--- src/hw/hal_video_pkg.sv ---
// Video geometry types
package hal_video_pkg;

	// Pixel or line count
	typedef logic [11:0] coord_t;

	// Aspect component, top bit flags a literal size
	typedef logic [12:0] aspect_t;
	localparam int AR_LIT_BIT = 12;

	// Full product inside the multiply-divide unit
	typedef logic [2*$bits(coord_t)-1:0] prod_t;

	// Two quotient bits per division step
	localparam int MD_STEPS = $bits(prod_t) / 2;

	// Sync phase and line length counters
	typedef logic [23:0] sync_cnt_t;

	typedef struct packed {
		coord_t width;
		coord_t height;
		logic   pixel_rep;
	} video_mode_t;

	typedef struct packed {
		coord_t  vset;
		coord_t  hset;
		logic    freescale;
		aspect_t arc1x;
		aspect_t arc1y;
		aspect_t arc2x;
		aspect_t arc2y;
	} scale_cfg_t;

	typedef struct packed {
		coord_t hmin;
		coord_t hmax;
		coord_t vmin;
		coord_t vmax;
	} window_t;

	// Mode after reset
	localparam coord_t DEF_WIDTH  = 12'd1920;
	localparam coord_t DEF_HEIGHT = 12'd1080;

	typedef enum logic [2:0] {
		IDLE_SEL,
		MUL_W,
		WAIT_W,
		MUL_H,
		WAIT_H,
		CLAMP,
		CENTER
	} calc_state_e;

endpackage

--- src/hw/hal_cfg_pkg.sv ---
// Host command definitions
package hal_cfg_pkg;

	// Host channel data word
	typedef logic [15:0] io_word_t;

	// Command code, carried in the low byte of the first word
	typedef logic [7:0] cmd_t;

	// Data word index within a command
	typedef logic [7:0] word_cnt_t;

	////////////////////
	// Command codes
	////////////////////
	localparam cmd_t CMD_CFG    = 8'h01;
	localparam cmd_t CMD_MODE   = 8'h20;
	localparam cmd_t CMD_VSET   = 8'h27;
	localparam cmd_t CMD_HSET   = 8'h37;
	localparam cmd_t CMD_ARC    = 8'h3A;
	localparam cmd_t CMD_ARREAD = 8'h40;

	////////////////////
	// Word layout
	////////////////////
	localparam int CFG_CSYNC_BIT = 3;

	// Pixel repetition in mode word 0, free-scale in hset word
	localparam int FLAG_BIT = 15;

	localparam word_cnt_t MODE_WORD_WIDTH  = 8'd0;
	localparam word_cnt_t MODE_WORD_HEIGHT = 8'd4;

	localparam word_cnt_t ARREAD_WORD_X = 8'd0;
	localparam word_cnt_t ARREAD_WORD_Y = 8'd1;

	// Returned after the CMD_MODE command word
	localparam io_word_t MODE_ACK = 16'd3;

endpackage
--- src/hw/video_hal_top.sv ---
// Video HAL top level
module video_hal_top
	import hal_cfg_pkg::*, hal_video_pkg::*;
(
	input  logic     clk_sys,
	input  logic     rst_n_i,
	input  logic     io_uio_i,
	input  logic     io_strobe_i,
	input  io_word_t io_din_i,
	output io_word_t io_dout_o,
	input  aspect_t  video_ar_x_i,
	input  aspect_t  video_ar_y_i,
	input  logic     hs_i,
	input  logic     vs_i,
	output logic     sync_o,
	output logic     vs_o,
	output window_t  window_o
);

	video_mode_t mode;
	scale_cfg_t  scale;
	logic        csync_en;
	coord_t      arx, ary;
	logic        arxy;
	logic        hs_fix, csync;

	uio_cmd_decoder u_cmd_decoder (
		.clk_sys    (clk_sys),
		.rst_n_i    (rst_n_i),
		.io_uio_i   (io_uio_i),
		.io_strobe_i(io_strobe_i),
		.io_din_i   (io_din_i),
		.io_dout_o  (io_dout_o),
		.mode_o     (mode),
		.scale_o    (scale),
		.csync_en_o (csync_en),
		.arx_i      (arx),
		.ary_i      (ary),
		.arxy_i     (arxy)
	);

	video_window_calc u_window_calc (
		.clk_sys     (clk_sys),
		.rst_n_i     (rst_n_i),
		.mode_i      (mode),
		.scale_i     (scale),
		.video_ar_x_i(video_ar_x_i),
		.video_ar_y_i(video_ar_y_i),
		.arx_o       (arx),
		.ary_o       (ary),
		.arxy_o      (arxy),
		.window_o    (window_o)
	);

	////////////////////
	// Sync path
	sync_polarity_fix u_hs_fix (
		.clk_sys(clk_sys),
		.rst_n_i(rst_n_i),
		.sync_i (hs_i),
		.sync_o (hs_fix)
	);

	sync_polarity_fix u_vs_fix (
		.clk_sys(clk_sys),
		.rst_n_i(rst_n_i),
		.sync_i (vs_i),
		.sync_o (vs_o)
	);

	csync_gen u_csync (
		.clk_sys(clk_sys),
		.rst_n_i(rst_n_i),
		.hsync_i(hs_fix),
		.vsync_i(vs_o),
		.csync_o(csync)
	);

	assign sync_o = csync_en ? csync : hs_fix;

endmodule

--- src/hw/csync_gen.sv ---
// Composite sync generator
module csync_gen
	import hal_video_pkg::*;
(
	input  logic clk_sys,
	input  logic rst_n_i,
	input  logic hsync_i,
	input  logic vsync_i,
	output logic csync_o
);

	logic      hsync_d;
	logic      cs_hs, cs_vs;
	sync_cnt_t h_cnt;
	sync_cnt_t line_len, hs_len;

	// Vsync inverts the serrated pulse
	assign csync_o = cs_vs ^ cs_hs;

	always_ff @(posedge clk_sys) begin
		if (!rst_n_i) begin
			hsync_d  <= 1'b0;
			cs_hs    <= 1'b0;
			cs_vs    <= 1'b0;
			h_cnt    <= '0;
			line_len <= '0;
			hs_len   <= '0;
		end else begin
			hsync_d <= hsync_i;
			h_cnt   <= h_cnt + 1'b1;

			// Line length and hsync width
			if (hsync_d != hsync_i) begin
				h_cnt <= '0;
				if (hsync_i) begin
					line_len <= h_cnt - hs_len;
				end else begin
					hs_len <= h_cnt;
				end
			end

			if (!vsync_i) begin
				cs_hs <= hsync_i;
			end else if (h_cnt == line_len) begin
				cs_hs <= 1'b1;
			end else if (hsync_i && !hsync_d) begin
				cs_hs <= 1'b0;
			end

			cs_vs <= vsync_i;
		end
	end

endmodule

--- src/hw/sync_polarity_fix.sv ---
// Sync polarity normalizer
module sync_polarity_fix
	import hal_video_pkg::*;
(
	input  logic clk_sys,
	input  logic rst_n_i,
	input  logic sync_i,
	output logic sync_o
);

	logic      sync_d;
	logic      pol;
	sync_cnt_t cnt;
	sync_cnt_t hi_len, lo_len;

	// Pulse is the shorter phase
	assign sync_o = sync_i ^ pol;

	always_ff @(posedge clk_sys) begin
		if (!rst_n_i) begin
			sync_d <= 1'b0;
			pol    <= 1'b0;
			cnt    <= '0;
			hi_len <= '0;
			lo_len <= '0;
		end else begin
			sync_d <= sync_i;
			if (sync_d != sync_i) begin
				cnt <= '0;
				// Store the length of the phase that just ended
				if (sync_i) begin
					lo_len <= cnt;
				end else begin
					hi_len <= cnt;
				end
			end else if (cnt != '1) begin
				cnt <= cnt + 1'b1;
			end
			pol <= hi_len > lo_len;
		end
	end

endmodule

--- src/hw/video_window_calc.sv ---
// Display window calculator
module video_window_calc
	import hal_video_pkg::*;
(
	input  logic        clk_sys,
	input  logic        rst_n_i,
	input  video_mode_t mode_i,
	input  scale_cfg_t  scale_i,
	input  aspect_t     video_ar_x_i,
	input  aspect_t     video_ar_y_i,
	output coord_t      arx_o,
	output coord_t      ary_o,
	output logic        arxy_o,
	output window_t     window_o
);

	calc_state_e state;

	coord_t hh, hw, hw_base;
	coord_t wcalc, hcalc;
	coord_t videow, videoh;
	coord_t hoff, voff;

	logic   md_start, md_busy;
	coord_t md_mul1, md_mul2, md_div, md_res;

	umuldiv u_muldiv (
		.clk_sys (clk_sys),
		.rst_n_i (rst_n_i),
		.start_i (md_start),
		.busy_o  (md_busy),
		.mul1_i  (md_mul1),
		.mul2_i  (md_mul2),
		.div_i   (md_div),
		.result_o(md_res)
	);

	always_comb begin
		hw_base = (scale_i.hset != '0 && scale_i.hset < mode_i.width) ? scale_i.hset
			: mode_i.width;
		// Centring offsets
		hoff = (mode_i.width - videow) >> 1;
		voff = (mode_i.height - videoh) >> 1;
	end

	////////////////////
	// Output size and aspect, tracked every clock
	always_ff @(posedge clk_sys) begin
		hh <= (scale_i.vset != '0 && scale_i.vset < mode_i.height) ? scale_i.vset
			: mode_i.height;
		hw <= hw_base << mode_i.pixel_rep;

		if (video_ar_y_i != '0) begin
			arx_o  <= video_ar_x_i[AR_LIT_BIT-1:0];
			ary_o  <= video_ar_y_i[AR_LIT_BIT-1:0];
			arxy_o <= video_ar_x_i[AR_LIT_BIT] | video_ar_y_i[AR_LIT_BIT];
		end else if (video_ar_x_i == aspect_t'(1)) begin
			arx_o  <= scale_i.arc1x[AR_LIT_BIT-1:0];
			ary_o  <= scale_i.arc1y[AR_LIT_BIT-1:0];
			arxy_o <= scale_i.arc1x[AR_LIT_BIT] | scale_i.arc1y[AR_LIT_BIT];
		end else if (video_ar_x_i == aspect_t'(2)) begin
			arx_o  <= scale_i.arc2x[AR_LIT_BIT-1:0];
			ary_o  <= scale_i.arc2y[AR_LIT_BIT-1:0];
			arxy_o <= scale_i.arc2x[AR_LIT_BIT] | scale_i.arc2y[AR_LIT_BIT];
		end else begin
			arx_o  <= '0;
			ary_o  <= '0;
			arxy_o <= 1'b0;
		end
	end

	////////////////////
	// Window FSM
	always_ff @(posedge clk_sys) begin
		if (!rst_n_i) begin
			state    <= IDLE_SEL;
			md_start <= 1'b0;
			window_o <= '0;
		end else begin
			md_start <= 1'b0;
			case (state)
				IDLE_SEL: begin
					if (scale_i.freescale || arx_o == '0 || ary_o == '0) begin
						wcalc <= hw;
						hcalc <= hh;
						state <= CLAMP;
					end else if (arxy_o) begin
						// Literal picture size
						wcalc <= arx_o;
						hcalc <= ary_o;
						state <= CLAMP;
					end else begin
						state <= MUL_W;
					end
				end
				MUL_W: begin
					md_mul1  <= hh;
					md_mul2  <= arx_o;
					md_div   <= ary_o;
					md_start <= 1'b1;
					state    <= WAIT_W;
				end
				WAIT_W: begin
					if (!md_start && !md_busy) begin
						wcalc <= md_res;
						state <= MUL_H;
					end
				end
				MUL_H: begin
					md_mul1  <= hw;
					md_mul2  <= ary_o;
					md_div   <= arx_o;
					md_start <= 1'b1;
					state    <= WAIT_H;
				end
				WAIT_H: begin
					if (!md_start && !md_busy) begin
						hcalc <= md_res;
						state <= CLAMP;
					end
				end
				CLAMP: begin
					videow <= ((wcalc > hw) ? hw : wcalc) >> mode_i.pixel_rep;
					videoh <= (hcalc > hh) ? hh : hcalc;
					state  <= CENTER;
				end
				CENTER: begin
					window_o <= '{hmin: hoff, hmax: hoff + videow - 1'b1,
						vmin: voff, vmax: voff + videoh - 1'b1};
					state    <= IDLE_SEL;
				end
				default: state <= IDLE_SEL;
			endcase
		end
	end

	// FSM only starts the divider once it is idle
	a_start_idle: assert property (@(posedge clk_sys) disable iff (!rst_n_i)
		md_start |-> !md_busy);

endmodule

--- src/hw/uio_cmd_decoder.sv ---
// Host command decoder
module uio_cmd_decoder
	import hal_cfg_pkg::*, hal_video_pkg::*;
(
	input  logic        clk_sys,
	input  logic        rst_n_i,
	input  logic        io_uio_i,
	input  logic        io_strobe_i,
	input  io_word_t    io_din_i,
	output io_word_t    io_dout_o,
	output video_mode_t mode_o,
	output scale_cfg_t  scale_o,
	output logic        csync_en_o,
	input  coord_t      arx_i,
	input  coord_t      ary_i,
	input  logic        arxy_i
);

	logic      has_cmd;
	cmd_t      cmd;
	word_cnt_t cnt;

	always_ff @(posedge clk_sys) begin
		if (!rst_n_i) begin
			has_cmd    <= 1'b0;
			cmd        <= '0;
			cnt        <= '0;
			io_dout_o  <= '0;
			mode_o     <= '{width: DEF_WIDTH, height: DEF_HEIGHT, pixel_rep: 1'b0};
			scale_o    <= '0;
			csync_en_o <= 1'b0;
		end else if (!io_uio_i) begin
			// Channel closed, any open command is dropped
			has_cmd   <= 1'b0;
			cmd       <= '0;
			io_dout_o <= '0;
		end else if (io_strobe_i) begin
			io_dout_o <= '0;
			if (!has_cmd) begin
				// Command word
				has_cmd <= 1'b1;
				cmd     <= cmd_t'(io_din_i);
				cnt     <= '0;
				if (cmd_t'(io_din_i) == CMD_MODE) begin
					io_dout_o <= MODE_ACK;
				end
			end else begin
				// Data words, counter stops at the top
				if (cnt != '1) begin
					cnt <= cnt + 1'b1;
				end
				case (cmd)
					CMD_CFG: begin
						csync_en_o <= io_din_i[CFG_CSYNC_BIT];
					end
					CMD_MODE: begin
						if (cnt == MODE_WORD_WIDTH) begin
							mode_o.pixel_rep <= io_din_i[FLAG_BIT];
							mode_o.width     <= coord_t'(io_din_i);
						end
						if (cnt == MODE_WORD_HEIGHT) begin
							mode_o.height <= coord_t'(io_din_i);
						end
					end
					CMD_VSET: begin
						scale_o.vset <= coord_t'(io_din_i);
					end
					CMD_HSET: begin
						scale_o.freescale <= io_din_i[FLAG_BIT];
						scale_o.hset      <= coord_t'(io_din_i);
					end
					CMD_ARC: begin
						// Two presets, x then y
						case (cnt)
							8'd0: scale_o.arc1x <= aspect_t'(io_din_i);
							8'd1: scale_o.arc1y <= aspect_t'(io_din_i);
							8'd2: scale_o.arc2x <= aspect_t'(io_din_i);
							8'd3: scale_o.arc2y <= aspect_t'(io_din_i);
							default: ;
						endcase
					end
					CMD_ARREAD: begin
						if (cnt == ARREAD_WORD_X) begin
							io_dout_o <= io_word_t'({arxy_i, arx_i});
						end
						if (cnt == ARREAD_WORD_Y) begin
							io_dout_o <= io_word_t'({arxy_i, ary_i});
						end
					end
					default: ;
				endcase
			end
		end
	end

	// Closed channel reads back zero on the next clock
	a_dout_idle: assert property (@(posedge clk_sys) disable iff (!rst_n_i)
		!io_uio_i |=> io_dout_o == '0);

endmodule

--- src/hw/umuldiv.sv ---
// Sequential multiply-divide
module umuldiv
	import hal_video_pkg::*;
(
	input  logic   clk_sys,
	input  logic   rst_n_i,
	input  logic   start_i,
	output logic   busy_o,
	input  coord_t mul1_i,
	input  coord_t mul2_i,
	input  coord_t div_i,
	output coord_t result_o
);

	coord_t     op1, op2, dsr, rem;
	prod_t      dvd;
	logic [3:0] step;

	logic [$bits(coord_t):0] t1, t2;
	coord_t                  r1, r2;
	logic                    q1, q2;

	// Two restoring steps per clock
	always_comb begin
		t1 = {rem, dvd[$bits(prod_t)-1]};
		q1 = t1 >= {1'b0, dsr};
		r1 = q1 ? coord_t'(t1 - {1'b0, dsr}) : coord_t'(t1);
		t2 = {r1, dvd[$bits(prod_t)-2]};
		q2 = t2 >= {1'b0, dsr};
		r2 = q2 ? coord_t'(t2 - {1'b0, dsr}) : coord_t'(t2);
	end

	always_ff @(posedge clk_sys) begin
		if (!rst_n_i) begin
			busy_o   <= 1'b0;
			step     <= '0;
			result_o <= '0;
		end else if (start_i) begin
			op1    <= mul1_i;
			op2    <= mul2_i;
			dsr    <= div_i;
			step   <= '0;
			busy_o <= 1'b1;
		end else if (busy_o) begin
			step <= step + 1'b1;
			if (step == '0) begin
				// Multiply first, then divide the full product
				dvd      <= op1 * op2;
				rem      <= '0;
				result_o <= '0;
			end else begin
				dvd      <= dvd << 2;
				rem      <= r2;
				// Only the low quotient bits are kept
				result_o <= {result_o[$bits(coord_t)-3:0], q1, q2};
				if (step == 4'(MD_STEPS)) begin
					busy_o <= 1'b0;
				end
			end
		end
	end

endmodule

--- config.mk ---
export PLATFORM = sky130hd
export DESIGN_NAME = video_hal_top
export DESIGN_NICKNAME = d
export VERILOG_FILES = /design/src/hw/hal_video_pkg.sv /design/src/hw/hal_cfg_pkg.sv /design/src/hw/video_hal_top.sv /design/src/hw/csync_gen.sv /design/src/hw/sync_polarity_fix.sv /design/src/hw/video_window_calc.sv /design/src/hw/uio_cmd_decoder.sv /design/src/hw/umuldiv.sv
export SDC_FILE = /design/constraint.sdc
export NUM_CORES = 2
export LEC_CHECK = 0
export BUFFER_PORTS_ARGS = -buffer_cell sky130_fd_sc_hd__buf_4
export CAP_MARGIN = 20
export CELL_PAD_IN_SITES_DETAIL_PLACEMENT = 0
export CELL_PAD_IN_SITES_GLOBAL_PLACEMENT = 1
export CORE_MARGIN = 4
export CORE_UTILIZATION = 50
export CTS_CLUSTER_DIAMETER = 100
export DETAILED_ROUTE_END_ITERATION = 6
export GPL_TIMING_DRIVEN = 0
export PLACE_DENSITY = 0.82
export RECOVER_POWER = 25
export SLEW_MARGIN = 20
export SYNTH_ARGS = -nofsm -noshare
export SYNTH_HDL_FRONTEND = slang
export SYNTH_SLANG_ARGS = --single-unit
--- constraint.sdc ---
create_clock -name clk_sys -period 7.64 [get_ports clk_sys]
set_input_delay 0.382 -clock clk_sys [delete_from_list [all_inputs] [get_ports clk_sys]]
set_output_delay 0.382 -clock clk_sys [all_outputs]
set_load 0.03 [all_outputs]
; ---- After elaboration in Yosys (flattened, before gate mapping)
; Index checks and enable logic that the tools add are counted.
[op_classes]
multipliers = 1
bitwise_logic = 12
order_cmp = 8
n_addsub = 14
reduce_logical = 51
n_eq_ne = 32
mux = 48
shift = 2
[op_table]
columns = operator, count
row1 = 2-to-1 mux 12 bit, 18
row2 = case mux 12 bit (2 select lines), 5
row3 = adder 24 x 1 -> 24 bit (second input constant), 3
row4 = greater-than comparator 24 bit, 2
row5 = inequality test 24 bit (second input constant), 2
row6 = subtractor 12 bit, 4
row7 = == test 8 x 6 -> 1 bit (second input constant), 5
row8 = 2-to-1 mux 16 bit, 2
row9 = AND reduction 5 bit, 6
row10 = >= comparator 13 x 12 -> 1 bit, 2
row11 = 2-to-1 mux 13 bit, 2
row12 = AND reduction 2 bit, 13
row13 = adder 11 x 12 -> 12 bit, 2
row14 = == test 24 bit, 1
row15 = greater-than comparator 12 bit, 2
row16 = zero test 12 bit, 2
row17 = < comparator 12 bit, 2
row18 = multiplier 12 x 12 -> 24 bit, 1
row19 = 2-to-1 mux 24 bit, 1
row20 = nonzero test 12 bit, 2
row21 = subtractor 12 x 1 -> 12 bit (second input constant), 2
row22 = subtractor 24 bit, 1
row23 = AND reduction 4 bit, 5
row24 = case mux 3 bit (6 select lines), 1
row25 = 37 further kinds, 82
[word_totals]
in_bits = 48
wordCells = 226
output_inout_bits = 66
register_bits = 631

; ---- Logic depth before layout (Yosys ltp)
[depth]
ltp_word = 5
ltp_mapped = 21

; ---- Hierarchy
; Synthesis repeated with hierarchy kept, for this count alone.
[unflattened]
hier_cells = 4088
area_unflattened_um2 = 38554.5
[modules_own_cells]
columns = module, cells_per_inst, n_inst, area_per_inst_um2, seq_area_each_um2
row1 = video_window_calc, 1228, 1, 11856.4, 4504.3
row2 = umuldiv, 970, 1, 9237.6, 2502.4
row3 = sync_polarity_fix, 399, 2, 3714.8, 1481.4
row4 = uio_cmd_decoder, 555, 1, 5445.2, 2662.6
row5 = csync_gen, 536, 1, 4570.6, 1501.4
row6 = video_hal_top, 1, 1, 15.0, 0.0

; ---- Worst setup path before layout
; OpenSTA, ideal clock, no wires.
[synth_path]
kind = flip-flop to flip-flop
start = reg u_window_calc.u_muldiv.op2[5]
end = reg u_window_calc.u_muldiv.dvd[23] (data pin)
setup_ps = 135
path_stages_with_launch = 19
synth_period_minus_slack_ps = 5684
slack_ps = 1956
arrival_time_ps = 5549
required_ps = 7505
path_buffers = 1
cell_sequence = edfxtp_1 > clkbuf_1 > nand2_1 > fa_1 > fa_1 > fa_1 > inv_1 > fa_1 > inv_1 > fa_1 > inv_1 > ha_1 > a2111o_1 > o2111ai_2 > a41oi_2 > a31o_1 > o41a_1 > or4_1 > nand3_1
[synth_via]
elab_chain_len = 2
[synth_rtl]
columns = item, line_no
row1 = from (decl), umuldiv.sv:15  ; coord_t op1, op2, dsr, rem;
row2 = from (signal assigned), umuldiv.sv:40  ; op2 <= mul2_i;
row3 = multiplier 12 x 12 -> 24 bit, umuldiv.sv:48  ; dvd <= op1 * op2;
row4 = 2-to-1 mux 24 bit, umuldiv.sv:46  ; if (step == '0) begin
row5 = to (signal assigned), umuldiv.sv:48
row6 = to (signal assigned), umuldiv.sv:52  ; dvd <= dvd << 2;
row7 = to (decl), umuldiv.sv:16  ; prod_t dvd;
; Every way passes these cells.
; A chain may end at the register's enable or synchronous reset.

; ---- Final worst setup path
[layout_path]
start = reg u_window_calc.u_muldiv.op1[2]
end = reg u_window_calc.u_muldiv.dvd[23] (data pin)
[layout_via]
elab_chain_len = 2
[layout_rtl]
columns = item, line_no
row1 = from (decl), umuldiv.sv:15
row2 = from (signal assigned), umuldiv.sv:39  ; op1 <= mul1_i;
row3 = multiplier 12 x 12 -> 24 bit, umuldiv.sv:48
row4 = 2-to-1 mux 24 bit, umuldiv.sv:46
; Every way passes these cells.

==> flow_summary.toml <==
[timing]
setup_tns_ns = 0
skew_ns = 0.02553
fmax_ghz = 0.1577
setup_violations = 0
hold_violations = 0
rsz0062_at_grt = "no"
drv_slew = 0
min_period_over_period_pct = 83.01
period_minus_slack_ns = 6.342
relSlewSlack_pct = 9.524
holdWs_ns = 0.03111
worst_pin_slew_ns = 1.356

[grt]
grtUsageMet1_pct = 34.90
grt_max_degree = 37
grt_use_met2_pct = 39.94
grt_overflow = 0
antenna_found_initial = 6
grt_pass1_vias = 27530
met3_usage_pct = 5.067
track_usage_pct = 25.24
busiest_layer = "met2"
grt_pass1_wl_mm = 155.6

[detailed_routing]
vias = 27900
avgViaCountPerCell = 5.434
routed_wirelength_mm = 99.25
drc_errors = 2
wire_per_inst_um = 19.33
ant_nets = 0
drtIter0Drc = 2035
first_pass_iters = 7

[setup_path]
slowest_stage = "fa_1"
path_cells = "clkbuf_1 -> nand2_1 -> fa_1 -> fa_1 -> fa_1 -> inv_1 -> fa_1 -> inv_1 -> fa_1 -> inv_1 -> ha_1 -> a2111o_1 -> o2111ai_2 -> a41oi_2 -> a31o_1 -> o41a_1 -> or4_1 -> nand3_1"
cp.arrival_ns = 6.80
cp.required_ns = 8.10
cp_common_cell = "fa_1"
critPathKind = "flop to flop"
path_max_fanout = 10
cpPeakStageDelay_ns = 0.53
worstSetupEndpointType = "flop"
crit_path_start_kind = "flop"

[run]
cap_viol_max_count = 0

[clock_network]
clk_pin_slew_worst_paths_ns = 0.06
cts_root_buf = "clkbuf_16"
clkLatencyLatePin_ns = 0.61
post_cts_buffers = 0
cts-htree-levels = 3
cts_tree = "done"
cts_buffers = 72
cts_buffer_depth = 3
cts_sinks = 628

[finish]
fin_nets = 4548
regMostFlops = "u_cmd_decoder.scale_o"
drive_gt1_share_pct = 5.970
syn_to_final_growth_pct = 11.66
reg.largest.list = "u_cmd_decoder.scale_o (77), u_window_calc.window_o (46), u_cmd_decoder.mode_o (25)"
largest_reg_flops = 77

[floorplanning]
core_area_mm2 = 0.07296
ioPinCount = 114
fp.dieW_um = 279.1
initial_utilization_pct = 50.36
rows = 99
dieArea_mm2 = 0.07789
fp.dieH_um = 279.1

[logic_synthesis]
avgSynthCellArea_um2 = 9.364
synth_edf_count = 156
yosysTopAreaCell = "dfxtp_1"
synth_seq_area_share_pct = 38.46
syn_inst = 3924
synth_flop_cell = "dfxtp_1"
synth_area_leaders = "dfxtp_1 (26%), edfxtp_1 (13%), ha_1 (9.5%)"
synth_common_cells = "nand2_1 (475), dfxtp_1 (472), inv_1 (369), ha_1 (280), mux2i_1 (242)"
synth.most_common_cell = "nand2_1"
netlist.area_leader.share_pct = 25.72
ys_ff_latch = 628
yosysWarnings = 0
synth_cell_types = 79
syn-cell-area_mm2 = 0.03674
ys_async_sr_fraction_pct = 0

[hold_path]
hold_class = "input port to flop"

[placement]
gp_congestion = 0.8881
io_buffers = 94
hpwl_mm = 74.43

[power_and_ir_drop]
ir_drop_uv = 207.1
p_per_area_mw_per_mm2 = 210.0
p_leak_nw = 16.60

[outcome]
status = "complete, but fails checks"
violations = "DRC"
[final timing paths]
check | startpoint | end | slack (ns) | cells after the start
max reg2reg | u_window_calc.u_muldiv.op1[2]$_DFFE_PP_ | u_window_calc.u_muldiv.dvd[23]$_DFFE_PP_ | 1.30 | 18
max | u_window_calc.u_muldiv.op1[2]$_DFFE_PP_ | u_window_calc.u_muldiv.dvd[23]$_DFFE_PP_ | 1.30 | 18
min | video_ar_y_i[9] | u_window_calc.ary_o[9]$_DFF_P_ | 0.03 | 2
min reg2reg | u_window_calc.md_mul2[6]$_DFFE_PP_ | u_window_calc.u_muldiv.op2[6]$_DFFE_PP_ | 0.42 | 0
[placed cells by master (no fill, tap or decap), types with 13 or more instances in the layout]
master,instances
o21a_1,20
a21o_1,52
clkinv_2,13
nor3b_1,13
ha_1,280
nand3_1,77
xnor2_1,80
nor2b_1,190
nor3_1,28
nand2_1,475
o21ai_0,180
clkbuf_1,236
nor2_1,182
o211a_1,13
xor2_1,92
and3_1,24
inv_1,369
nand2b_1,32
or3_1,17
nand4_1,47
nor4_1,28
and2_1,87
o21bai_1,17
buf_4,42
mux2i_1,242
a22oi_1,33
a211oi_1,13
o31ai_1,19
edfxtp_1,156
clkbuf_16,77
fa_1,107
mux2_2,55
dfxtp_1,472
a21oi_1,126
a21boi_0,82
[report_power, final]
part	internal [mW]	switching, mW
Sequential	3.54	0.0645
Combinational	0.641	0.945
Clock	2.03	1.40
[metal layers]
metal / vias to the layer above / part of all wire [%]
li1: 13720 / -
met1: 13270 / 46
met2: 700 / 44
met3: 200 / 6.2
met4: 6 / 3.4
met5: - / 0.043
[per-stage QoR]
stage          total power [mW]  worst slack [ns]  area [um^2]  util (%)  std cells
2_1_floorplan             4.798             1.956        36760         -       3928
3_3_place_gp              5.235             1.317        38660     53.00       4981
3_5_place_dp              5.253             1.310        38790     53.17       4988
4_1_cts                   8.696             1.285        41250     56.53       5130
5_1_grt                   9.026             1.035        41020     56.23       5132
6_report                  8.616             1.298        41030     56.24       5134
[timing repair]
action / CTS / global route
gates resized for setup: 0 / 0
hold endpoints to repair: 10 / 0
hold buffers: 10 / 0
[final cells by class]
| class | count | area, um^2 |
|---|---|---|
| Antenna cell | 4 | 10.01 |
| Buffer | 181 | 725.7 |
| Clock buffer | 111 | 2175 |
| Clock inverter | 21 | 181.4 |
| Fill cell | 6666 | 31930 |
| Inverter | 369 | 1385 |
| Multi-Input combinational cell | 2750 | 20540 |
| Sequential cell | 628 | 14130 |
| Tap cell | 959 | 1200 |
| Timing Repair Buffer | 111 | 675.6 |
[critical path: cells and delay by family (launching register included)]
kind	cells	cell delay [ns]
AO/OA/AOI/OAI	5	1.50
adder cells (fa/ha/maj)	6	2.88
buffers and inverters	4	0.67
flip-flops	1	0.43
AND/OR/NAND/NOR	3	0.72
[logic make-up (layout without fill, tap and decap cells)]
| logic type | Yosys count | in the layout | share of synthesized area (%) |
|---|---|---|---|
| buffers and inverters | 550 | 793 | 5.745 |
| XOR/XNOR | 172 | 172 | 4.100 |
| AO/OA/AOI/OAI | 645 | 645 | 11.43 |
| AND/OR/NAND/NOR | 1243 | 1243 | 16.58 |
| adder cells (fa/ha/maj) | 388 | 388 | 15.39 |
| multiplexers | 297 | 297 | 8.278 |
| other | 1 | 9 | 0.01021 |
| flip-flops | 628 | 628 | 38.46 |
(Power assumes the default switching activity.)
